[config.mk]
export PLATFORM = sky130hd
export DESIGN_NAME = aes_collect
export DESIGN_NICKNAME = d
export VERILOG_FILES = /design/src/logic/aes_accel_pkg.sv /design/src/logic/aes_collect.sv
export VERILOG_INCLUDE_DIRS = /design/src /design/src/logic
export SDC_FILE = /design/constraint.sdc
export NUM_CORES = 1
export LEC_CHECK = 0
export BUFFER_PORTS_ARGS = -buffer_cell sky130_fd_sc_hd__buf_2
export CAP_MARGIN = 20
export CORE_ASPECT_RATIO = 1.25
export CORE_MARGIN = 2
export CORE_UTILIZATION = 30
export DETAILED_ROUTE_END_ITERATION = 6
export SYNTH_ARGS = -nofsm -noshare
export SYNTH_HDL_FRONTEND = slang
export SYNTH_SLANG_ARGS = --single-unit
[constraint.sdc]
create_clock -name clk_i -period 6.7 [get_ports clk_i]
set_input_delay 0.335 -clock clk_i [delete_from_list [all_inputs] [get_ports clk_i]]
set_output_delay 0.335 -clock clk_i [all_outputs]
set_load 0.01 [all_outputs]
[src/logic/aes_accel_macros.svh]
// ----------------------------------------------------------
// AES accelerator configuration
// Lane count, result FIFO depth and APB register map.
// ----------------------------------------------------------
`ifndef AES_ACCEL_MACROS_SVH
`define AES_ACCEL_MACROS_SVH

// Datapath sizing.
`define AES_N_LANES    4
`define AES_RES_DEPTH  4
`define AES_ADDR_W     8

// Register map. Word 0 holds the top 32 bits of a block.
`define AES_REG_KEY0   8'h00
`define AES_REG_KEY1   8'h04
`define AES_REG_KEY2   8'h08
`define AES_REG_KEY3   8'h0C
`define AES_REG_DIN0   8'h10
`define AES_REG_DIN1   8'h14
`define AES_REG_DIN2   8'h18
`define AES_REG_DIN3   8'h1C
`define AES_REG_DOUT0  8'h20
`define AES_REG_DOUT1  8'h24
`define AES_REG_DOUT2  8'h28
`define AES_REG_DOUT3  8'h2C
`define AES_REG_STATUS 8'h30

`endif
[src/logic/aes_accel_pkg.sv]
// ----------------------------------------------------------
// AES accelerator package
// Shared types, lane states and byte-level AES helpers.
// ----------------------------------------------------------
`include "aes_accel_macros.svh"

package aes_accel_pkg;

  typedef logic [31:0]            aes_word_t;
  typedef logic [`AES_ADDR_W-1:0] aes_addr_t;
  typedef logic [127:0]           aes_block_t;
  typedef logic [127:0]           aes_key_t;
  typedef logic [7:0]             aes_byte_t;
  // Result FIFO occupancy, as shown in STATUS[7:4].
  typedef logic [3:0]             aes_count_t;

  localparam int unsigned AES_LANE_W = (`AES_N_LANES > 1) ? $clog2(`AES_N_LANES) : 1;
  typedef logic [AES_LANE_W-1:0]  aes_lane_idx_t;

  // One encryption request.
  typedef struct packed {
    aes_key_t   key;
    aes_block_t pt;
  } aes_job_t;

  // One finished ciphertext.
  typedef struct packed {
    aes_block_t ct;
  } aes_result_t;

  typedef enum logic [1:0] {
    LANE_IDLE,
    LANE_ROUND,
    LANE_DONE
  } aes_lane_state_e;

  // Forward S-box, entry 0 in the top byte.
  localparam logic [0:255][7:0] AES_SBOX = {
    256'h637c777bf26b6fc53001672bfed7ab76ca82c97dfa5947f0add4a2af9ca472c0,
    256'hb7fd9326363ff7cc34a5e5f171d8311504c723c31896059a071280e2eb27b275,
    256'h09832c1a1b6e5aa0523bd6b329e32f8453d100ed20fcb15b6acbbe394a4c58cf,
    256'hd0efaafb434d338545f9027f503c9fa851a3408f929d38f5bcb6da2110fff3d2,
    256'hcd0c13ec5f974417c4a77e3d645d197360814fdc222a908846eeb814de5e0bdb,
    256'he0323a0a4906245cc2d3ac629195e479e7c8376d8dd54ea96c56f4ea657aae08,
    256'hba78252e1ca6b4c6e8dd741f4bbd8b8a703eb5664803f60e613557b986c11d9e,
    256'he1f8981169d98e949b1e87e9ce5528df8ca1890dbfe6426841992d0fb054bb16
  };

  function automatic aes_byte_t aes_sbox(input aes_byte_t b);
    return AES_SBOX[b];
  endfunction

  // Multiply by x in GF(2^8).
  function automatic aes_byte_t aes_xtime(input aes_byte_t b);
    return {b[6:0], 1'b0} ^ (b[7] ? 8'h1b : 8'h00);
  endfunction

endpackage

[src/logic/aes_collect.sv]
// ----------------------------------------------------------
// AES result collector
// Drains lanes round-robin into an in-order result FIFO.
// ----------------------------------------------------------
`include "aes_accel_macros.svh"

module aes_collect (
  input  logic                                          clk_i,
  input  logic                                          arst_n_i,

  // Lane results
  input  aes_accel_pkg::aes_result_t [`AES_N_LANES-1:0] res_i,
  input  logic [`AES_N_LANES-1:0]                       res_valid_i,
  output logic [`AES_N_LANES-1:0]                       res_ready_o,

  // FIFO head toward the control block
  output aes_accel_pkg::aes_result_t                    head_o,
  output logic                                          head_valid_o,
  output aes_accel_pkg::aes_count_t                     count_o,
  input  logic                                          pop_i
);

  import aes_accel_pkg::*;

  localparam int unsigned FIFO_W = (`AES_RES_DEPTH > 1) ? $clog2(`AES_RES_DEPTH) : 1;

  aes_lane_idx_t     drain_q;
  logic [FIFO_W-1:0] wr_q;
  logic [FIFO_W-1:0] rd_q;
  aes_count_t        count_q;
  aes_result_t       mem_q [`AES_RES_DEPTH];
  logic              full;
  logic              accept;
  logic              do_pop;

  assign full = (count_q == aes_count_t'(`AES_RES_DEPTH));

  // Only the lane at the drain pointer sees ready.
  always_comb begin
    for (int i = 0; i < `AES_N_LANES; i++) begin
      res_ready_o[i] = !full && (drain_q == aes_lane_idx_t'(i));
    end
  end

  assign accept = res_valid_i[drain_q] & res_ready_o[drain_q];
  assign do_pop = pop_i & (count_q != '0);

  always_ff @(posedge clk_i or negedge arst_n_i) begin
    if (!arst_n_i) begin
      drain_q <= '0;
      wr_q    <= '0;
      rd_q    <= '0;
      count_q <= '0;
    end else begin
      if (accept) begin
        drain_q <= (drain_q == aes_lane_idx_t'(`AES_N_LANES - 1)) ? '0 : drain_q + 1'b1;
        wr_q    <= (wr_q == FIFO_W'(`AES_RES_DEPTH - 1)) ? '0 : wr_q + 1'b1;
      end
      if (do_pop) begin
        rd_q <= (rd_q == FIFO_W'(`AES_RES_DEPTH - 1)) ? '0 : rd_q + 1'b1;
      end
      // Net occupancy change.
      if (accept && !do_pop) begin
        count_q <= count_q + 1'b1;
      end else if (do_pop && !accept) begin
        count_q <= count_q - 1'b1;
      end
    end
  end

  always_ff @(posedge clk_i) begin
    if (accept) begin
      mem_q[wr_q] <= res_i[drain_q];
    end
  end

  assign head_o       = mem_q[rd_q];
  assign head_valid_o = (count_q != '0);
  assign count_o      = count_q;

endmodule

==> results of run 1 <==
==> critical path: cells and delay by family, from the launching register on <==
| kind | cells | cell delay, ns |
|---|---|---|
| buffers and inverters | 2 | 1.23 |
| adder cells (fa/ha/maj) | 1 | 0.27 |
| AND/OR/NAND/NOR | 3 | 0.82 |
| flip-flops | 1 | 0.72 |
| multiplexers | 1 | 0.49 |
==> area by class of cell <==
cell class                 count  area (um^2)
antenna                        2        5.005
multi-input combinational    318         6291
inverter                       5        18.77
tap                          960         1201
timing repair buffer         675         3456
clock inverter                27        241.5
fill                        6755        45160
sequential                   522        15640
clock buffer                  62         1318
==> synthesized netlist by cell type, drive strengths merged <==
cell type and count:
edfxtp 512, mux4 257, buf 44, clkbuf 15
ha 12, dfrtp 10, nand2 8, inv 5
mux2 5, and2 4, nor2b 4, nor3 4
o21ai 4, a21oi 3, nand3 3, nor2 3
a21o 2, xnor2 2, a2111oi 1, fa 1
mux2i 1, nand3b 1, nor4b 1, o31ai 1
or4 1
==> worst paths after layout <==
kind | endpoint | slack (ns) | depth (start not counted)
max | mem_q[0][60] | 2.64 | 7
min | drain_q[0] | 0.14 | 2
max reg2reg | mem_q[0][60] | 2.64 | 7
min reg2reg | wr_q[1] | 0.56 | 1
max in group asynchronous | rd_q[1] | 6.34 | 2
min in group clk_i | drain_q[1] | 0.16 | 4
==> through the flow <==
step                hold WS, ns  area, um^2
finish                   0.1392       28170
global route             0.1377       28170
CTS                      0.1202       28170
detailed placement       0.2202       26600
global placement         0.2119       26600
floorplan               0.03941       22190
==> per-layer routing <==
metal | global-route usage | routed length [um] | vias up
met1 | 0.1760 | 22020 | 6371
met4 | 0.03927 | 1168 | 0
met2 | 0.2507 | 29260 | 431
met3 | 0.02532 | 3066 | 70
met5 | 0 | 0 | -
li1 | - | - | 5368
==> cells in the final DEF, fill, tap and decap left out <==
master / netlist / layout
nor3_1: 4 / 4
mux2_2: 2 / 2
xnor2_1: 2 / 2
and2_4: 0 / 4
nor2b_1: 4 / 4
ha_1: 12 / 12
clkinv_2: 0 / 4
inv_6: 0 / 6
buf_2: 31 / 655
mux2i_1: 1 / 1
a2111oi_0: 1 / 1
diode_2: 0 / 2
nor4b_4: 1 / 1
dfrtp_4: 0 / 4
dlygate4sd3_1: 0 / 1
buf_12: 0 / 2
clkinv_1: 0 / 13
o21ai_0: 4 / 4
mux4_2: 257 / 257
a21o_1: 2 / 2
nor2_1: 2 / 2
nor2_4: 1 / 1
a21oi_1: 3 / 3
mux2_1: 3 / 3
o31ai_1: 1 / 1
edfxtp_1: 512 / 512
buf_4: 0 / 17
nand3b_1: 1 / 1
fa_1: 1 / 1
clkbuf_1: 15 / 11
inv_1: 4 / 4
or4_1: 1 / 1
clkbuf_16: 0 / 51
nand3_1: 3 / 3
inv_2: 1 / 1
bufinv_16: 0 / 4
dfrtp_1: 10 / 6
nand2_1: 8 / 8
==> registers in the layout, indices dropped and copies added (netlist names) <==
register  count
wr_q          2
count_o       4
rd_q          2
mem_q       512
drain_q       2
==> power by group through the flow <==
stage          Sequential (W)  Combinational [W]  Clock [W]
2_1_floorplan         0.00483            0.00292          0
3_3_place_gp          0.00495            0.00435          0
3_5_place_dp          0.00499            0.00443          0
4_1_cts               0.00492            0.00444    0.00279
5_1_grt               0.00497            0.00466    0.00290
6_report              0.00490            0.00428    0.00271
==> logic make-up after synthesis <==
kind of cell             Yosys count
flip-flops                       522
multiplexers                     263
buffers and inverters             64
AND/OR/NAND/NOR                   29
adder cells (fa/ha/maj)           13
AO/OA/AOI/OAI                     11
XOR/XNOR                           2
==> summary.md, run 1 <==
| Metric | Value |
|---|---|
| Power Internal | `0.008139 W` |
| DRC violations left | `0` |
| IO Port Bufs | `655` |
| Post-CTS setup buffer count | `0` |
| Leakage | `10.09 nW` |
| GPL Wtd Cong | `0.8536` |
| Initial antenna violation count | `3` |
| Largest net degree at the start of global routing | `74` |
| Largest stage delay, worst path | `0.72 ns` |
| TritonCTS clock tree | `built` |
| Setup crit start kind | `flop` |
| Most frequent CP cell | `buf_4` |
| Sequential fraction of the synthesis area | `0.7043` |
| Die ar. | `76160 um^2` |
| Setup TNS | `0 ns` |
| Synth unique cells | `29` |
| Crit path cell chain | `buf_4 -> ha_1 -> nand2_1 -> mux4_2 -> nor2_4 -> and2_4 -> buf_4` |
| WP data arrival | `4.26 ns` |
| Flops & latches, synth | `522` |
| Drt first-iter violations | `702` |
| Nets@finish | `2105` |
| Final setup vio count | `0` |
| Synth Area per Inst | `24.54 um^2` |
| Synth Area in Simple Gates | `0.007783` |
| Seq pwr share | `0.412` |
| Placed wire-length estimate | `39430 um` |
| Max cap viols | `0` |
| Fraction of layout cells with a size suffix above 1 | `0.6271` |
| Placed cell count | `2479` |
| CP Class | `flop to flop` |
| Die height | `308.0 um` |
| Mean routed wirelength per cell | `21.59 um` |
| Tmin final | `4.058 ns` |
| Switching power | `0.003752 W` |
| CP endpoint kind | `flop` |
| Initial Util | `0.3025` |
| Final period utilization | `0.6056` |
| IO Pins | `656` |
| Total CTS buffers | `51` |
| Post-synth design cell area | `22190 um^2` |
| Tot GR Track Use | `0.1412` |
| Routed vias/inst | `4.761` |
| DR vias | `12240` |
| Syn_nets | `1436` |
| Max transition margin | `0.3482` |
| Routed Antenna Nets | `0` |
| Reg2reg start | `drain_q[0]` |
| Hold-fix buffers, CTS | `1` |
| Final Core Density | `0.3842` |
| Cell Rows | `111` |
| Overflow after GRT | `0` |
| PnR worst setup slack | `2.642 ns` |
| Worst Path Required | `6.90 ns` |
| Post-cts sizing count | `0` |
| Cell accounting for the most synthesized area | `edfxtp_1` |
| Adder-cell share of the synthesized area | `0.007670` |
| Slowest stage cell, crit path | `dfrtp_4` |
| Detailed Route WL | `55520 um` |
| Post-Layout Cell Count | `2571` |
| Least-Margin Pin Slew | `0.9777 ns` |
| Final hold vios | `0` |
| Worst Skew | `0.02093 ns` |
| Overall power | `0.01189 W` |
| Placement Setup Slack | `2.501 ns` |
| Post-synthesis xor/xnor area fraction | `0.0007896` |
| Largest family of logic cells by synthesized area | `multiplexers` |
| Worst-skew pair later-pin latency | `0.58 ns` |
| CP max FO | `58` |
| Post-synthesis mux area share | `0.2639` |
| First-pass GRT wire length | `80360 um` |
| Clock share of power | `0.228` |
| Synth Area in Compound Gates | `0.002989` |
| Comb pwr share | `0.360` |
| Top post-synthesis cells by area | `edfxtp_1 69%, mux4_2 26%, dfrtp_1 1.1%, buf_2 0.70%, ha_1 0.68%` |
| Area Overhead vs Synth | `26.98%` |
| RSZ-0062 raised after global routing | `false` |
| Vias in the first global route | `13310` |
| Power per cell area | `422.1 nW/um^2` |
| Worst hold path type | `input pin to asynchronous set/reset pin` |
| Yosys top cell area share | `0.6930` |
| Status | `completed` |
| CTS Sinks | `522` |
| H-tree depth | `2` |
| Clock transition at the registers of the reported paths | `0.06 ns` |
| Worst VDD drop | `0.2968 mV` |
| Core area | `73330 um^2` |
| Achievable Freq | `0.2465 GHz` |
| Mapped Cells | `904` |
| Pins Over Slew Limit | `0` |
| Net Sw Frac | `0.3155` |
| Drt first pass iters | `4` |
| Clock Root Buffer | `clkbuf_16` |
| Die W | `247.2 um` |
| CTS Buffer Depth | `3` |
| Ys Warns | `0` |
| Crit path from | `drain_q[0]` |
No activity file was read; power rests on OpenSTA's default activity.
==> run 2: changes to the inputs <==
--- a/config.mk
+++ b/config.mk
@@ -6,6 +6,7 @@
 export SDC_FILE = /design/constraint.sdc
 export NUM_CORES = 1
 export LEC_CHECK = 0
+export ABC_AREA = 1
 export BUFFER_PORTS_ARGS = -buffer_cell sky130_fd_sc_hd__buf_2
 export CAP_MARGIN = 20
 export CORE_ASPECT_RATIO = 1.25
==> constraint.sdc (replaced) <==
create_clock -name clk_i -period 4.1 [get_ports clk_i]
set_input_delay 0.205 -clock clk_i [delete_from_list [all_inputs] [get_ports clk_i]]
set_output_delay 0.205 -clock clk_i [all_outputs]
set_load 0.01 [all_outputs]
==> run 2 against run 1 <==
Sequential share of layout area down 1.5 points; critical path depth down 2; clock-buffer cell count unchanged; via count up 51%; worst setup slack worse by 1.5 ns; clock power up 70%; first-iteration DRC count up 47%; global-route usage up 1.8 points; critical endpoint is now head_o[33]; highest routed layer is now met5.
==> summary.md, run 2 <==
| Metric | Value |
|---|---|
| Drt first-iter violations | `1034` |
| Ys Warns | `0` |
| CP max FO | `111` |
| Total CTS buffers | `51` |
| WP data arrival | `2.76 ns` |
| Power per cell area | `778.8 nW/um^2` |
| H-tree depth | `2` |
| Fraction of layout cells with a size suffix above 1 | `0.2862` |
| DR vias | `18460` |
| Drt first pass iters | `5` |
| Top post-synthesis cells by area | `edfxtp_1 66%, nor2_1 8.5%, o21ai_0 8.0%, o22ai_1 6.9%, o21ai_1 3.0%` |
| Least-Margin Pin Slew | `0.8934 ns` |
| IO Port Bufs | `655` |
| Sequential fraction of the synthesis area | `0.6696` |
| RSZ-0062 raised after global routing | `false` |
| Largest family of logic cells by synthesized area | `compound AO/OA/AOI/OAI gates` |
| Worst Skew | `0.01397 ns` |
| Tot GR Track Use | `0.1594` |
| Synth Area in Simple Gates | `0.09378` |
| Adder-cell share of the synthesized area | `0.007292` |
| Syn_nets | `2602` |
| Fillers | `7572` |
| CTS Sinks | `522` |
| PnR worst setup slack | `1.134 ns` |
| Setup crit start kind | `flop` |
| CP endpoint kind | `primary output` |
| Detailed Route WL | `67270 um` |
| Initial antenna violation count | `4` |
| Max transition margin | `0.4044` |
| Main flop type after synthesis | `edfxtp_1` |
| Flops & latches, synth | `522` |
| Most frequent cells in the layout | `655 x buf_2, 525 x nor2_1, 512 x edfxtp_1` |
| Biggest register | `mem_q` |
| Overflow after GRT | `0` |
| First-pass GRT wire length | `99240 um` |
| Commonest cells in the netlist | `529 x nor2_1, 512 x edfxtp_1, 375 x o21ai_0, 256 x o22ai_1, 139 x o21ai_1` |
| Clock Root Buffer | `clkbuf_16` |
| CTS Buffer Depth | `3` |
| Final Core Density | `0.3751` |
| Cell Rows | `114` |
| Overall power | `0.02254 W` |
| Max FFs per register | `512` |
| Routed vias/inst | `4.961` |
| Max cap viols | `0` |
| Placed wire-length estimate | `42880 um` |
| Core area | `77170 um^2` |
| Worst VDD drop | `0.4764 mV` |
| TritonCTS clock tree | `built` |
| Die height | `315.8 um` |
| Clock transition at the registers of the reported paths | `0.06 ns` |
| Worst Path Required | `3.89 ns` |
| Most frequent cell after synthesis | `nor2_1` |
| Mean routed wirelength per cell | `18.08 um` |
| Die W | `253.5 um` |
| IO Pins | `656` |
| Post-synthesis xor/xnor area fraction | `0.0007507` |
| Worst reg-to-reg path cell count | `14` |
| Post-synth design cell area | `23330 um^2` |
| Synth Area in Compound Gates | `0.1793` |
| Initial Util | `0.3024` |
| Vias in the first global route | `17630` |
| Yosys top cell area share | `0.6589` |
| Placement Setup Slack | `1.248 ns` |
| Hold Slack | `0.05138 ns` |
| Synth unique cells | `28` |
| Post-CTS setup buffer count | `0` |
| Largest net degree at the start of global routing | `129` |
| Most common cell after layout, fill and taps aside | `buf_2` |
| Area Overhead vs Synth | `24.04%` |
| Post-synthesis mux area share | `0` |
| Tmin final | `2.966 ns` |
| Final setup vio count | `0` |
| Final period utilization | `0.7233` |
| Post-synth ARST share | `0.01916` |
| Synth Area per Inst | `11.27 um^2` |
| Cell accounting for the most synthesized area | `edfxtp_1` |
| Die ar. | `80040 um^2` |
| DRC violations left | `0` |
| Leakage | `10.58 nW` |
| Mapped Cells | `2070` |
| Final hold vios | `0` |
| Achievable Freq | `0.3372 GHz` |
| CP Class | `flop to primary output` |
| Pins Over Slew Limit | `0` |
| Nets@finish | `3169` |
| Routed Antenna Nets | `0` |
| Worst-skew pair later-pin latency | `0.58 ns` |
| Status | `completed` |
| Post-synth EDFFs | `512` |
| Worst hold path type | `input pin to asynchronous set/reset pin` |
| GPL Wtd Cong | `0.8234` |
run 2: per-stage QoR:
step / instances / instance area (um^2) / setup TNS [ns]
6_report: 3720 / 28940 / 0
2_1_floorplan: 2070 / 23340 / -584.85
4_1_cts: 3717 / 28940 / 0
3_3_place_gp: 3626 / 27280 / 0
3_5_place_dp: 3626 / 27280 / 0
5_1_grt: 3720 / 28940 / 0
run 2: logic make-up after synthesis:
logic type | after synthesis
AOI/OAI and AO/OA | 772
and+or+nand+nor | 568
DFF | 522
adders and majority gates | 13
xor gates and xnor gates | 2
buffers and inverters | 193
run 2: repair_timing:
| item | CTS | global route |
|---|---|---|
| hold buffers | 2 | 0 |
| resized for setup | 0 | 0 |
| endpoints found under the hold margin | 11 | 0 |
run 2: worst max-delay path: stages (launching register included):
cell and delay (ns):
dfrtp_4 0.59, inv_8 0.49, buf_12 0.38, o21ai_0 0.14, o22ai_1 0.22, buf_2 0.19
run 2: cell type report:
type	count	area, um^2	area share
diodes	3	7.507	0.0002594
clock buffers	62	1360	0.04699
clock inverters	27	274.0	0.009467
inverters	24	110.1	0.003804
multi-input cells	1355	6590	0.2277
flip-flops and latches	522	15640	0.5404
well taps	1044	1306	0.04513
repair buffers	683	3656	0.1263
run 2: report_power, final:
part	internal [W]	switching, W
Sequential	0.00812	0.000313
Combinational	0.00286	0.00665
Clock	0.00271	0.00189
run 2: worst paths after layout:
kind	start	end	slack (ns)
setup / recovery	rd_q[0]	head_o[33]	1.13
hold / removal	arst_n_i	wr_q[1]	0.05
setup reg to reg	drain_q[1]	count_o[3]	1.27
hold reg to reg	wr_q[1]	wr_q[1]	0.56
max in group asynchronous	arst_n_i	drain_q[0]	3.79
min in group clk_i	res_i[76]	mem_q[3][76]	0.11
run 2: routing by layer:
metal,track usage,routed length [um],vias up
li1,-,-,8783
met1,0.1878,27000,8951
met2,0.2857,33950,598
met3,0.02717,3813,121
met4,0.06737,2490,2
met5,0,12,-
