`src/logic/aes_accel_macros.svh`:
```
// ----------------------------------------------------------
// AES accelerator configuration
// Lane count, result FIFO depth and APB register map.
// ----------------------------------------------------------
`ifndef AES_ACCEL_MACROS_SVH
`define AES_ACCEL_MACROS_SVH

// Datapath sizing.
`define AES_N_LANES    4
`define AES_RES_DEPTH  4
`define AES_ADDR_W     8

// Register map. Word 0 holds the top 32 bits of a block.
`define AES_REG_KEY0   8'h00
`define AES_REG_KEY1   8'h04
`define AES_REG_KEY2   8'h08
`define AES_REG_KEY3   8'h0C
`define AES_REG_DIN0   8'h10
`define AES_REG_DIN1   8'h14
`define AES_REG_DIN2   8'h18
`define AES_REG_DIN3   8'h1C
`define AES_REG_DOUT0  8'h20
`define AES_REG_DOUT1  8'h24
`define AES_REG_DOUT2  8'h28
`define AES_REG_DOUT3  8'h2C
`define AES_REG_STATUS 8'h30

`endif
```
`src/logic/aes_accel_pkg.sv`:
```
// ----------------------------------------------------------
// AES accelerator package
// Shared types, lane states and byte-level AES helpers.
// ----------------------------------------------------------
`include "aes_accel_macros.svh"

package aes_accel_pkg;

  typedef logic [31:0]            aes_word_t;
  typedef logic [`AES_ADDR_W-1:0] aes_addr_t;
  typedef logic [127:0]           aes_block_t;
  typedef logic [127:0]           aes_key_t;
  typedef logic [7:0]             aes_byte_t;
  // Result FIFO occupancy, as shown in STATUS[7:4].
  typedef logic [3:0]             aes_count_t;

  localparam int unsigned AES_LANE_W = (`AES_N_LANES > 1) ? $clog2(`AES_N_LANES) : 1;
  typedef logic [AES_LANE_W-1:0]  aes_lane_idx_t;

  // One encryption request.
  typedef struct packed {
    aes_key_t   key;
    aes_block_t pt;
  } aes_job_t;

  // One finished ciphertext.
  typedef struct packed {
    aes_block_t ct;
  } aes_result_t;

  typedef enum logic [1:0] {
    LANE_IDLE,
    LANE_ROUND,
    LANE_DONE
  } aes_lane_state_e;

  // Forward S-box, entry 0 in the top byte.
  localparam logic [0:255][7:0] AES_SBOX = {
    256'h637c777bf26b6fc53001672bfed7ab76ca82c97dfa5947f0add4a2af9ca472c0,
    256'hb7fd9326363ff7cc34a5e5f171d8311504c723c31896059a071280e2eb27b275,
    256'h09832c1a1b6e5aa0523bd6b329e32f8453d100ed20fcb15b6acbbe394a4c58cf,
    256'hd0efaafb434d338545f9027f503c9fa851a3408f929d38f5bcb6da2110fff3d2,
    256'hcd0c13ec5f974417c4a77e3d645d197360814fdc222a908846eeb814de5e0bdb,
    256'he0323a0a4906245cc2d3ac629195e479e7c8376d8dd54ea96c56f4ea657aae08,
    256'hba78252e1ca6b4c6e8dd741f4bbd8b8a703eb5664803f60e613557b986c11d9e,
    256'he1f8981169d98e949b1e87e9ce5528df8ca1890dbfe6426841992d0fb054bb16
  };

  function automatic aes_byte_t aes_sbox(input aes_byte_t b);
    return AES_SBOX[b];
  endfunction

  // Multiply by x in GF(2^8).
  function automatic aes_byte_t aes_xtime(input aes_byte_t b);
    return {b[6:0], 1'b0} ^ (b[7] ? 8'h1b : 8'h00);
  endfunction

endpackage

```
`src/logic/aes_ctrl.sv`:
```
// ----------------------------------------------------------
// AES accelerator control block
// APB slave, register file and round-robin job dispatch.
// ----------------------------------------------------------
`include "aes_accel_macros.svh"

module aes_ctrl (
  input  logic                      clk_i,
  input  logic                      arst_n_i,

  // APB slave port
  input  logic                      psel_i,
  input  logic                      penable_i,
  input  logic                      pwrite_i,
  input  aes_accel_pkg::aes_addr_t  paddr_i,
  input  aes_accel_pkg::aes_word_t  pwdata_i,
  output aes_accel_pkg::aes_word_t  prdata_o,
  output logic                      pready_o,
  output logic                      pslverr_o,

  // Job issue
  output aes_accel_pkg::aes_job_t   job_o,
  output logic [`AES_N_LANES-1:0]   job_valid_o,
  input  logic [`AES_N_LANES-1:0]   lane_ready_i,

  // Result side
  input  aes_accel_pkg::aes_result_t head_i,
  input  logic                      head_valid_i,
  input  aes_accel_pkg::aes_count_t count_i,
  output logic                      pop_o,
  input  logic                      busy_i
);

  import aes_accel_pkg::*;

  aes_word_t [0:3] key_q;
  aes_word_t [0:3] din_q;
  aes_lane_idx_t   issue_q;

  aes_word_t [0:3] head_words;
  aes_word_t       status_word;
  aes_word_t       rd_data;
  logic [1:0]      word_idx;
  logic            access;
  logic            key_hit;
  logic            din_hit;
  logic            dec_err;
  logic            din3_wr;
  logic            job_fire;
  logic            wr_done;

  assign access      = psel_i & penable_i;
  assign word_idx    = paddr_i[3:2];
  assign head_words  = head_i.ct;
  assign status_word = {24'h0, count_i, 2'b00, busy_i, head_valid_i};

  // Address decode and read mux.
  always_comb begin
    rd_data = '0;
    key_hit = 1'b0;
    din_hit = 1'b0;
    dec_err = 1'b0;
    case (paddr_i)
      `AES_REG_KEY0, `AES_REG_KEY1, `AES_REG_KEY2, `AES_REG_KEY3: begin
        key_hit = 1'b1;
        rd_data = key_q[word_idx];
      end
      `AES_REG_DIN0, `AES_REG_DIN1, `AES_REG_DIN2, `AES_REG_DIN3: begin
        din_hit = 1'b1;
        rd_data = din_q[word_idx];
      end
      `AES_REG_DOUT0, `AES_REG_DOUT1, `AES_REG_DOUT2, `AES_REG_DOUT3: begin
        rd_data = head_words[word_idx];
        // Read-only, and nothing to return when empty.
        dec_err = pwrite_i | ~head_valid_i;
      end
      `AES_REG_STATUS: begin
        rd_data = status_word;
        dec_err = pwrite_i;
      end
      default: dec_err = 1'b1;
    endcase
  end

  // DIN3 write launches a job to the lane at the issue pointer.
  assign din3_wr  = access & pwrite_i & (paddr_i == `AES_REG_DIN3);
  assign job_fire = din3_wr & lane_ready_i[issue_q];

  always_comb begin
    for (int i = 0; i < `AES_N_LANES; i++) begin
      job_valid_o[i] = din3_wr && (issue_q == aes_lane_idx_t'(i));
    end
  end

  assign job_o.key = key_q;
  assign job_o.pt  = {din_q[0], din_q[1], din_q[2], pwdata_i};

  // Stall the transfer until the target lane takes the job.
  assign pready_o  = access & (~din3_wr | job_fire);
  assign pslverr_o = pready_o & dec_err;
  assign prdata_o  = rd_data;
  assign wr_done   = pready_o & pwrite_i;

  assign pop_o = access & ~pwrite_i & (paddr_i == `AES_REG_DOUT3) & head_valid_i;

  always_ff @(posedge clk_i or negedge arst_n_i) begin
    if (!arst_n_i) begin
      key_q   <= '0;
      din_q   <= '0;
      issue_q <= '0;
    end else begin
      if (wr_done && key_hit) begin
        key_q[word_idx] <= pwdata_i;
      end
      if (wr_done && din_hit) begin
        din_q[word_idx] <= pwdata_i;
      end
      if (job_fire) begin
        if (issue_q == aes_lane_idx_t'(`AES_N_LANES - 1)) begin
          issue_q <= '0;
        end else begin
          issue_q <= issue_q + 1'b1;
        end
      end
    end
  end

endmodule

```
`config.mk`:
```
export PLATFORM = sky130hd
export DESIGN_NAME = aes_ctrl
export DESIGN_NICKNAME = d
export VERILOG_FILES = /design/src/logic/aes_accel_pkg.sv /design/src/logic/aes_ctrl.sv
export VERILOG_INCLUDE_DIRS = /design/src /design/src/logic
export SDC_FILE = /design/constraint.sdc
export NUM_CORES = 1
export LEC_CHECK = 0
export BUFFER_PORTS_ARGS = -buffer_cell sky130_fd_sc_hd__buf_2
export CORE_AREA = 2 2 184 186
export CTS_CLUSTER_DIAMETER = 80
export DETAILED_ROUTE_END_ITERATION = 6
export DIE_AREA = 0 0 186 188
export HOLD_SLACK_MARGIN = 0.05
export PLACE_DENSITY = 0.8
export SETUP_SLACK_MARGIN = 0.02
export SKIP_LAST_GASP = 1
export SLEW_MARGIN = 5
export SYNTH_ARGS = -nofsm -noshare
export SYNTH_HDL_FRONTEND = slang
export SYNTH_SLANG_ARGS = --single-unit
```
`constraint.sdc`:
```
create_clock -name clk_i -period 10.75 [get_ports clk_i]
set_input_delay 3.225 -clock clk_i [delete_from_list [all_inputs] [get_ports clk_i]]
set_output_delay 3.225 -clock clk_i [all_outputs]
set_load 0.005 [all_outputs]
```
==> impl_metrics.json, run 1 <==
{
  "status": "completed",
  "worst_hold_slack_ns": 0.500,
  "multiInputGateArea_mm2": 0.00593,
  "route.detailed.drc": 0,
  "fin_skew_ns": 0.0227,
  "drt-wirelength-per-cell_um": 23.4,
  "routabilityCongestion": 0.828,
  "dr.pass1.iters": 5,
  "fp-row-count": 67,
  "drive_gt1_share_pct": 69.3,
  "io_buffers": 477,
  "worst_slew_pin_slew_ns": 1.24,
  "grt_pass1_wl_mm": 60.1,
  "antenna_found_initial": 3,
  "vdd_ir_drop_max_uv": 105,
  "numCtsBuffers": 28,
  "startpoint_type": "input port",
  "tns_ns": 0,
  "endpoint_kind": "primary output",
  "period_minus_slack_ns": 8.67,
  "grt_pass1_vias": 10000,
  "ys_seq_elements": 258,
  "hold_viol": 0,
  "grt.total_usage_pct": 22.6,
  "core_mm2": 0.0331,
  "worstSkewPairLatency_ns": 0.55,
  "htreeDepth": 1,
  "io_pins": 478,
  "placed_area_mm2": 0.0154,
  "synth_top_cell_area_share_pct": 47.4,
  "cts.root.buffer_cell": "clkbuf_16",
  "wirelength_mm": 40.6,
  "crit_type": "input port to primary output",
  "synth-edff-count": 0,
  "synth_flop_cell": "dfrtp_1",
  "crit_fanout": 32,
  "drt_iter0_drc": 673,
  "nFillCells": 2861,
  "post-route-period-util_pct": 80.6,
  "hp-class": "flop to flop",
  "seq_area_frac_synth_pct": 47.4,
  "syn2layout_area_growth_pct": 20.0,
  "path_cells": "buf_2, nor4_1, nor2b_4, a22oi_1, nand2_1, buf_2",
  "post-place-ws_ns": 2.15,
  "power_density_mw_per_mm2": 130,
  "slew_violations": 0,
  "yosys_warnings": 0,
  "cp_slowest_stage_delay_ns": 1.06,
  "drv_cap": 0,
  "syn_area_mm2": 0.0136,
  "slew_headroom_pct": 17.3,
  "dieArea_mm2": 0.0350,
  "crit_top_cell": "buf_2",
  "design_area_mm2": 0.0163,
  "grt_max_degree": 110,
  "yosys-top-cells-area": "dfrtp_1, mux2_2, mux4_2, buf_4, a22oi_1",
  "crit_required_ns": 7.53,
  "viasPerCell": 5.62,
  "vias": 9756,
  "synth.largest_area_cell": "dfrtp_1",
  "cp_slowest_cell": "nor2b_4",
  "cts_resized": 0,
  "syn_nets": 1127,
  "start_util_pct": 41.1,
  "clock-sinks": 258,
  "dpl.hpwl_mm": 27.3,
  "finalSetupViolations": 0,
  "die_w_um": 186,
  "rsz0062_at_grt": "false",
  "seq_area_mm2": 0.00646,
  "fp.dieH_um": 188,
  "leakage_nw": 8.95,
  "netlist-cell-type-count": 31,
  "fin_ws_ns": 2.08,
  "async_reset_ff_share_pct": 100,
  "cts_tree": "done",
  "final_net_count": 1454,
  "hold_buffers": 0,
  "clk_pin_slew_ns": 0.06,
  "clk_path_buf_depth": 3,
  "avgSynthCellArea_um2": 14.5,
  "cts_setup_buffers": 0,
  "final_antenna_net_count": 0,
  "arrival_ns": 5.44,
  "fmax_mhz": 115,
  "grt_overflow_total": 0,
  "syn_inst": 940
}
==> final cells by class <==
cell class                      instances  area share [%]
Multi-Input combinational cell        493            36.3
Sequential cell                       258            39.5
Antenna cell                            2          0.0306
Timing Repair Buffer                  483            15.2
Clock buffer                           43            4.88
Clock inverter                          6           0.597
Tap cell                              448            3.43
Inverter                                3          0.0689
==> final timing paths <==
check / startpoint / to / slack, ns / cells after the start
setup reg to reg: issue_q[0] / din_q[18] / 8.51 / 3
hold / removal: din_q[11] / din_q[11] / 0.50 / 1
max in group asynchronous: arst_n_i / job_o[171] / 6.41 / 2
setup / recovery: paddr_i[5] / prdata_o[15] / 2.08 / 6
min in group asynchronous: arst_n_i / job_o[255] / 2.75 / 1
hold reg to reg: din_q[11] / din_q[11] / 0.50 / 1
==> sequential cells by signal, summed over array words and instances, names as in the netlist <==
| register | flops |
|---|---|
| job_o | 224 |
| din_q | 32 |
| issue_q | 2 |
==> kinds of logic after synthesis <==
| group | share of synthesized area (%) |
|---|---|
| fa+ha+maj | 0.368 |
| buf+inv | 9.24 |
| compound gates | 2.33 |
| mux | 37.4 |
| simple gates | 3.25 |
| flops | 47.4 |
==> stage by stage <==
stage               power [W]  utilization, %  instances
finish                0.00212            49.3       1736
global route          0.00219            49.3       1735
CTS                   0.00214            49.3       1734
detailed placement    0.00119            46.6       1685
global placement      0.00119            46.6       1685
floorplan             0.00110               -        940
==> layer usage <==
metal / share of wire [%] / up-vias / GRT usage (%) / wire [µm]
li1: - / 4038 / - / -
met1: 38 / 5118 / 27.7 / 15300
met2: 51 / 516 / 38.6 / 20500
met3: 8.0 / 82 / 5.15 / 3250
met4: 3.7 / 2 / 8.39 / 1480
met5: 0.027 / - / 0 / 11
==> cell usage after synthesis, types with 2 or more instances <==
master	count
buf_2	9
clkbuf_1	20
nor2_1	3
ha_1	4
and2_1	4
mux2_2	257
a22oi_1	38
nor2b_1	3
buf_4	137
nor4_1	4
a21oi_1	2
inv_1	3
buf_6	3
nand2_1	66
dfrtp_1	258
nand3_1	2
buf_1	17
mux4_2	97
==> worst max-delay path: cells and delay by family <==
kind                   cells  cell delay (ns)
and+or+nand+nor            3             1.59
AOI/OAI and AO/OA          1             0.37
buffers and inverters      2             0.25
==> cell usage in the layout (no fill, tap or decap), types with 5 or more instances in the layout <==
cell       instances
clkbuf_1          11
mux4_2            97
nand2_2            6
a22oi_1           38
dfrtp_1          258
mux2_2           257
buf_4              5
buf_2            474
clkbuf_16         28
nand2_1           60
==> where the power goes <==
part | switching [W] | total (W) | internal (W)
registers | 0.0000105 | 0.000996 | 0.000985
clock network | 0.000388 | 0.000945 | 0.000556
logic | 0.0000950 | 0.000180 | 0.0000852
Power figures use the tool's default switching activity.
==> inputs of run 2 (changes only) <==
--- a/config.mk
+++ b/config.mk
@@ -7,12 +7,12 @@
 export NUM_CORES = 1
 export LEC_CHECK = 0
 export BUFFER_PORTS_ARGS = -buffer_cell sky130_fd_sc_hd__buf_2
-export CORE_AREA = 2 2 184 186
+export CORE_AREA = 2 2 186 188
 export CTS_CLUSTER_DIAMETER = 80
 export DETAILED_ROUTE_END_ITERATION = 6
-export DIE_AREA = 0 0 186 188
+export DIE_AREA = 0 0 188 190
 export HOLD_SLACK_MARGIN = 0.05
-export PLACE_DENSITY = 0.8
+export PLACE_DENSITY = 0.81
 export SETUP_SLACK_MARGIN = 0.02
 export SKIP_LAST_GASP = 1
 export SLEW_MARGIN = 5
==> constraint.sdc (replaced) <==
create_clock -name clk_i -period 7.4 [get_ports clk_i]
set_input_delay 2.22 -clock clk_i [delete_from_list [all_inputs] [get_ports clk_i]]
set_output_delay 2.22 -clock clk_i [all_outputs]
set_load 0.005 [all_outputs]
==> run 2 against run 1 <==
Net effect:
- critical path depth rose by 1
- combinational power rose by 47%
- worst setup slack got worse by 1.5 ns
- first-iteration DRC count fell by 17%
- die area rose by 2.2%
- critical path type unchanged
- final cell count rose by 1.3%
- wire length rose by 1.1%
- power rose by 53%
- design area rose by 1.6%
==> impl_metrics.json, run 2 (synthesis gave the netlist of run 1 again) <==
{
  "drive_gt1_share_pct": 70.2,
  "dr.pass1.iters": 5,
  "viasPerCell": 5.52,
  "cts_resized": 0,
  "cts.root.buffer_cell": "clkbuf_16",
  "crit_end": "prdata_o[20]",
  "fp.dieH_um": 190,
  "r2r_end": "din_q[24]",
  "clk_path_buf_depth": 3,
  "r2r_slack_ns": 5.12,
  "clk_pin_slew_ns": 0.06,
  "endpoint_kind": "primary output",
  "io_buffers": 477,
  "largest_register_ffs": 224,
  "crit_type": "input port to primary output",
  "slew_violations": 0,
  "numCtsBuffers": 28,
  "fin_skew_ns": 0.00697,
  "antenna_found_initial": 0,
  "dieArea_mm2": 0.0357,
  "r2r-start": "issue_q[0]",
  "htreeDepth": 1,
  "grt_pass1_wl_mm": 61.0,
  "status": "completed",
  "final_common_cell": "buf_2",
  "vias": 9705,
  "r2r_cells": 3,
  "route.detailed.drc": 0,
  "start_util_pct": 40.1,
  "core_mm2": 0.0339,
  "grt.total_usage_pct": 22.4,
  "clock-sinks": 258,
  "grt_max_degree": 138,
  "critPathLaunch": "paddr_i[1]",
  "worstSkewPairLatency_ns": 0.55,
  "cts_tree": "done",
  "final_core_util_pct": 48.9,
  "startpoint_type": "input port",
  "tns_ns": 0,
  "crit_fanout": 17,
  "slew_headroom_pct": 24.3,
  "syn2layout_area_growth_pct": 22.0,
  "drv_cap": 0,
  "hold_viol": 0,
  "final_antenna_net_count": 0,
  "die_w_um": 188,
  "dpl.hpwl_mm": 28.6,
  "drt-wirelength-per-cell_um": 23.3,
  "grt_overflow_total": 0,
  "layout_common_cells": "buf_2, dfrtp_1, mux2_2",
  "grt_pass1_vias": 9959,
  "arrival_ns": 4.55,
  "io_pins": 478,
  "finalSetupViolations": 0,
  "rsz0062_at_grt": "false",
  "wirelength_mm": 41.0,
  "diodes": 0,
  "period_minus_slack_ns": 6.77,
  "cts_setup_buffers": 0,
  "power_density_mw_per_mm2": 196,
  "fmax_mhz": 148,
  "post-route-period-util_pct": 91.5,
  "crit_required_ns": 5.18,
  "fp-row-count": 68,
  "hp-class": "flop to flop",
  "vdd_ir_drop_max_uv": 180,
  "final_net_count": 1469,
  "leakage_nw": 9.10,
  "routabilityCongestion": 0.876,
  "drt_iter0_drc": 557,
  "worst_slew_pin_slew_ns": 1.13,
  "hold_buffers": 0
}
## run 2: changes by cell type in the layout (fill, tap and decap cells not counted), sizes merged
cell / before / now
clkbuf: 43 / 41
bufinv: 2 / 5
clkinvlp: 1 / 3
diode: 2 / 0
buf: 483 / 498
## run 2: cell type report
cell class	instances	area [µm²]
sequential	258	6460
fill	2934	17300
clock inverter	11	191
multi-input combinational	493	5930
timing repair buffer	498	2600
clock buffer	41	841
tap	455	569
inverter	3	11.3
## run 2: how the worst min path moves through the flow
stage | slack, ns | from | to | cells past startpoint
3_3_place_gp | 0.48 | din_q[4] | din_q[4] | 1
5_1_grt | 0.51 | din_q[21] | din_q[21] | 1
4_1_cts | 0.50 | din_q[12] | din_q[12] | 1
6_report | 0.50 | din_q[21] | din_q[21] | 1
2_1_floorplan | 0.47 | din_q[0] | din_q[0] | 1
3_5_place_dp | 0.49 | din_q[12] | din_q[12] | 1
## run 2: routing by layer
metal / part of all wire, % / track usage (%) / vias up
met1: 38 / 27.8 / 4999
met2: 50 / 38.3 / 538
met5: 0 / 0 / -
met3: 7.7 / 3.98 / 109
li1: - / - / 4059
met4: 4.5 / 9.99 / 0
## run 2: power by group
| part | total [W] | switching (W) | leakage, nW | internal, W |
|---|---|---|---|---|
| clock network | 0.00154 | 0.000584 | 0.497 | 0.000960 |
| logic | 0.000264 | 0.000138 | 5.01 | 0.000127 |
| registers | 0.00145 | 0.0000156 | 3.59 | 0.00143 |
## run 2: critical path: stages
cell and delay [ns]:
buf_2 0.12, nor4_1 0.67, and3b_2 0.73, buf_4 0.42, a22oi_1 0.13, nand2_1 0.14
buf_2 0.12
## run 2: per-stage QoR
stage               cell area (µm²)  setup WS (ns)  cells  hold slack (ns)  total power (W)
global placement              15600          0.840   1707            0.482          0.00173
detailed placement            15600          0.756   1707            0.490          0.00174
floorplan                     13600           1.46    940            0.474          0.00160
CTS                           16600          0.725   1759            0.504          0.00330
finish                        16600          0.631   1759            0.502          0.00325
global route                  16600          0.609   1759            0.512          0.00337
==> inputs of run 3 (changes only) <==
--- a/config.mk
+++ b/config.mk
@@ -7,12 +7,12 @@
 export NUM_CORES = 1
 export LEC_CHECK = 0
 export BUFFER_PORTS_ARGS = -buffer_cell sky130_fd_sc_hd__buf_2
-export CORE_AREA = 2 2 186 188
+export CORE_AREA = 2 2 184 186
 export CTS_CLUSTER_DIAMETER = 80
 export DETAILED_ROUTE_END_ITERATION = 6
-export DIE_AREA = 0 0 188 190
+export DIE_AREA = 0 0 186 188
 export HOLD_SLACK_MARGIN = 0.05
-export PLACE_DENSITY = 0.81
+export PLACE_DENSITY = 0.8
 export SETUP_SLACK_MARGIN = 0.02
 export SKIP_LAST_GASP = 1
 export SLEW_MARGIN = 5
==> constraint.sdc (replaced) <==
create_clock -name clk_i -period 8.3 [get_ports clk_i]
set_input_delay 2.49 -clock clk_i [delete_from_list [all_inputs] [get_ports clk_i]]
set_output_delay 2.49 -clock clk_i [all_outputs]
set_load 0.005 [all_outputs]
==> run 3 against run 2 <==
Net effect:
- power decreased by 17%
- sequential share of layout area grew 0.59 points
- global-route usage up 0.26 points
- clock power is 24% lower
- clock skew down 0.0013 ns
- core utilization up 0.49 points
- flip-flop and latch count stayed put
- critical path depth stayed put
- final cell count decreased by 1.1%
==> impl_metrics.json, run 3 (synthesis gave the netlist of run 1 again) <==
{
  "htreeDepth": 1,
  "min_to": "din_q[9]",
  "power.share.switching_pct": 23.4,
  "power.switching_w": 0.000631,
  "clk_path_buf_depth": 3,
  "drt-wirelength-per-cell_um": 23.4,
  "fin_skew_ns": 0.00562,
  "clkPwrFrac_pct": 43.4,
  "r2r_cells": 3,
  "nFillCells": 2848,
  "whs_path_depth": 1,
  "r2r_end": "din_q[28]",
  "drt_iter0_drc": 656,
  "hp-class": "flop to flop",
  "clk_pin_slew_ns": 0.06,
  "cts.root.buffer_cell": "clkbuf_16",
  "arrival_ns": 4.57,
  "crit_required_ns": 5.81,
  "vias": 9706,
  "grt.total_usage_pct": 22.6,
  "cts_tree": "done",
  "vdd_ir_drop_max_uv": 138,
  "status": "completed",
  "dieArea_mm2": 0.0350,
  "final_core_util_pct": 49.4,
  "layout_common_cells": "buf_2, dfrtp_1, mux2_2",
  "grt_overflow_total": 0,
  "worst_slew_pin_slew_ns": 1.19,
  "tns_ns": 0,
  "finalSetupViolations": 0,
  "power_density_mw_per_mm2": 165,
  "largest_register_ffs": 224,
  "fp-row-count": 67,
  "slew_violations": 0,
  "hp-start": "din_q[9]",
  "syn2layout_area_growth_pct": 20.2,
  "core_mm2": 0.0331,
  "final_common_cell": "buf_2",
  "power_frac_seq_pct": 47.9,
  "io_pins": 478,
  "rsz0062_at_grt": "false",
  "r2r_slack_ns": 6.04,
  "r2r-start": "issue_q[0]",
  "numCtsBuffers": 27,
  "die_w_um": 186,
  "dr.pass1.iters": 5,
  "clock-sinks": 258,
  "grt_max_degree": 134,
  "comb_power_share_pct": 8.8,
  "start_util_pct": 41.1,
  "fp.dieH_um": 188,
  "period_minus_slack_ns": 7.06,
  "leakage_nw": 8.98,
  "routabilityCongestion": 0.836,
  "final_antenna_net_count": 0,
  "startpoint_type": "input port",
  "viasPerCell": 5.58,
  "dpl.hpwl_mm": 28.2,
  "dp.cells": 1692,
  "final_net_count": 1460,
  "worstSkewPairLatency_ns": 0.54,
  "slew_headroom_pct": 20.5,
  "hold_viol": 0,
  "p_int_w": 0.00206,
  "post-route-period-util_pct": 85.1,
  "fmax_mhz": 142,
  "instances_no_fill": 1740,
  "cts_resized": 0,
  "drv_cap": 0,
  "crit_fanout": 17,
  "route.detailed.drc": 0,
  "antenna_found_initial": 2,
  "grt_pass1_wl_mm": 60.1,
  "crit_type": "input port to primary output",
  "hold_buffers": 0,
  "drive_gt1_share_pct": 69.7,
  "cts_setup_buffers": 0,
  "io_buffers": 477,
  "grt_pass1_vias": 9782,
  "wirelength_mm": 40.7,
  "endpoint_kind": "primary output"
}
==> run 3: cell count changes in the layout (fill, tap and decap cells not counted), sizes merged <==
| cell | before | now |
|---|---|---|
| buf | 498 | 490 |
| bufinv | 5 | 0 |
| clkbuf | 41 | 43 |
| clkinv | 2 | 3 |
| clkinvlp | 3 | 1 |
| diode | 0 | 1 |
| inv | 4 | 3 |
==> run 3: worst max-delay path by stage <==
stage	from	endpoint	slack, ns	cells after the start
final	paddr_i[5]	prdata_o[11]	1.24	7
after global routing	paddr_i[5]	pslverr_o	1.15	6
after CTS	paddr_i[5]	prdata_o[11]	1.26	7
after detailed placement	paddr_i[5]	prdata_o[11]	1.26	7
after global placement	paddr_i[5]	prdata_o[11]	1.32	7
after floorplan	paddr_i[2]	prdata_o[26]	1.82	5
==> run 3: cell type report <==
class | count | area, µm² | area share [%]
timing repair buffer | 490 | 2540 | 15.5
sequential | 258 | 6460 | 39.5
tap | 448 | 561 | 3.43
clock buffer | 43 | 826 | 5.05
clock inverter | 4 | 26.3 | 0.161
multi-input combinational | 493 | 5930 | 36.3
inverter | 3 | 11.3 | 0.0688
antenna | 1 | 2.50 | 0.0153
==> run 3: layer usage <==
layer	up-vias	track usage, %	routed length (µm)
met5	-	0	27
met4	4	9.45	1890
met3	101	4.97	3440
met2	519	38.0	20000
met1	5038	28.2	15300
li1	4044	-	-
==> run 3: critical path, cell delays in order <==
cell and delay, ns:
buf_2 0.13, or4b_4 0.59, nor2_4 0.53, buf_4 0.43, a22oi_1 0.13, nand2_1 0.14
buf_2 0.12
==> run 3: power groups by stage <==
stage	Sequential (W)	Combinational (W)	Clock, W
final	0.00129	0.000236	0.00117
after global routing	0.00129	0.000255	0.00124
after CTS	0.00129	0.000238	0.00119
after detailed placement	0.00131	0.000238	0
after global placement	0.00131	0.000232	0
after floorplan	0.00131	0.000115	0
==> run 3: through the flow <==
| stage | hold slack (ns) | setup slack, ns | power [W] | area (µm²) |
|---|---|---|---|---|
| 6_report | 0.502 | 1.24 | 0.00269 | 16400 |
| 5_1_grt | 0.515 | 1.15 | 0.00278 | 16400 |
| 4_1_cts | 0.504 | 1.26 | 0.00272 | 16400 |
| 3_5_place_dp | 0.491 | 1.26 | 0.00155 | 15500 |
| 3_3_place_gp | 0.482 | 1.32 | 0.00154 | 15500 |
| 2_1_floorplan | 0.474 | 1.82 | 0.00142 | 13600 |
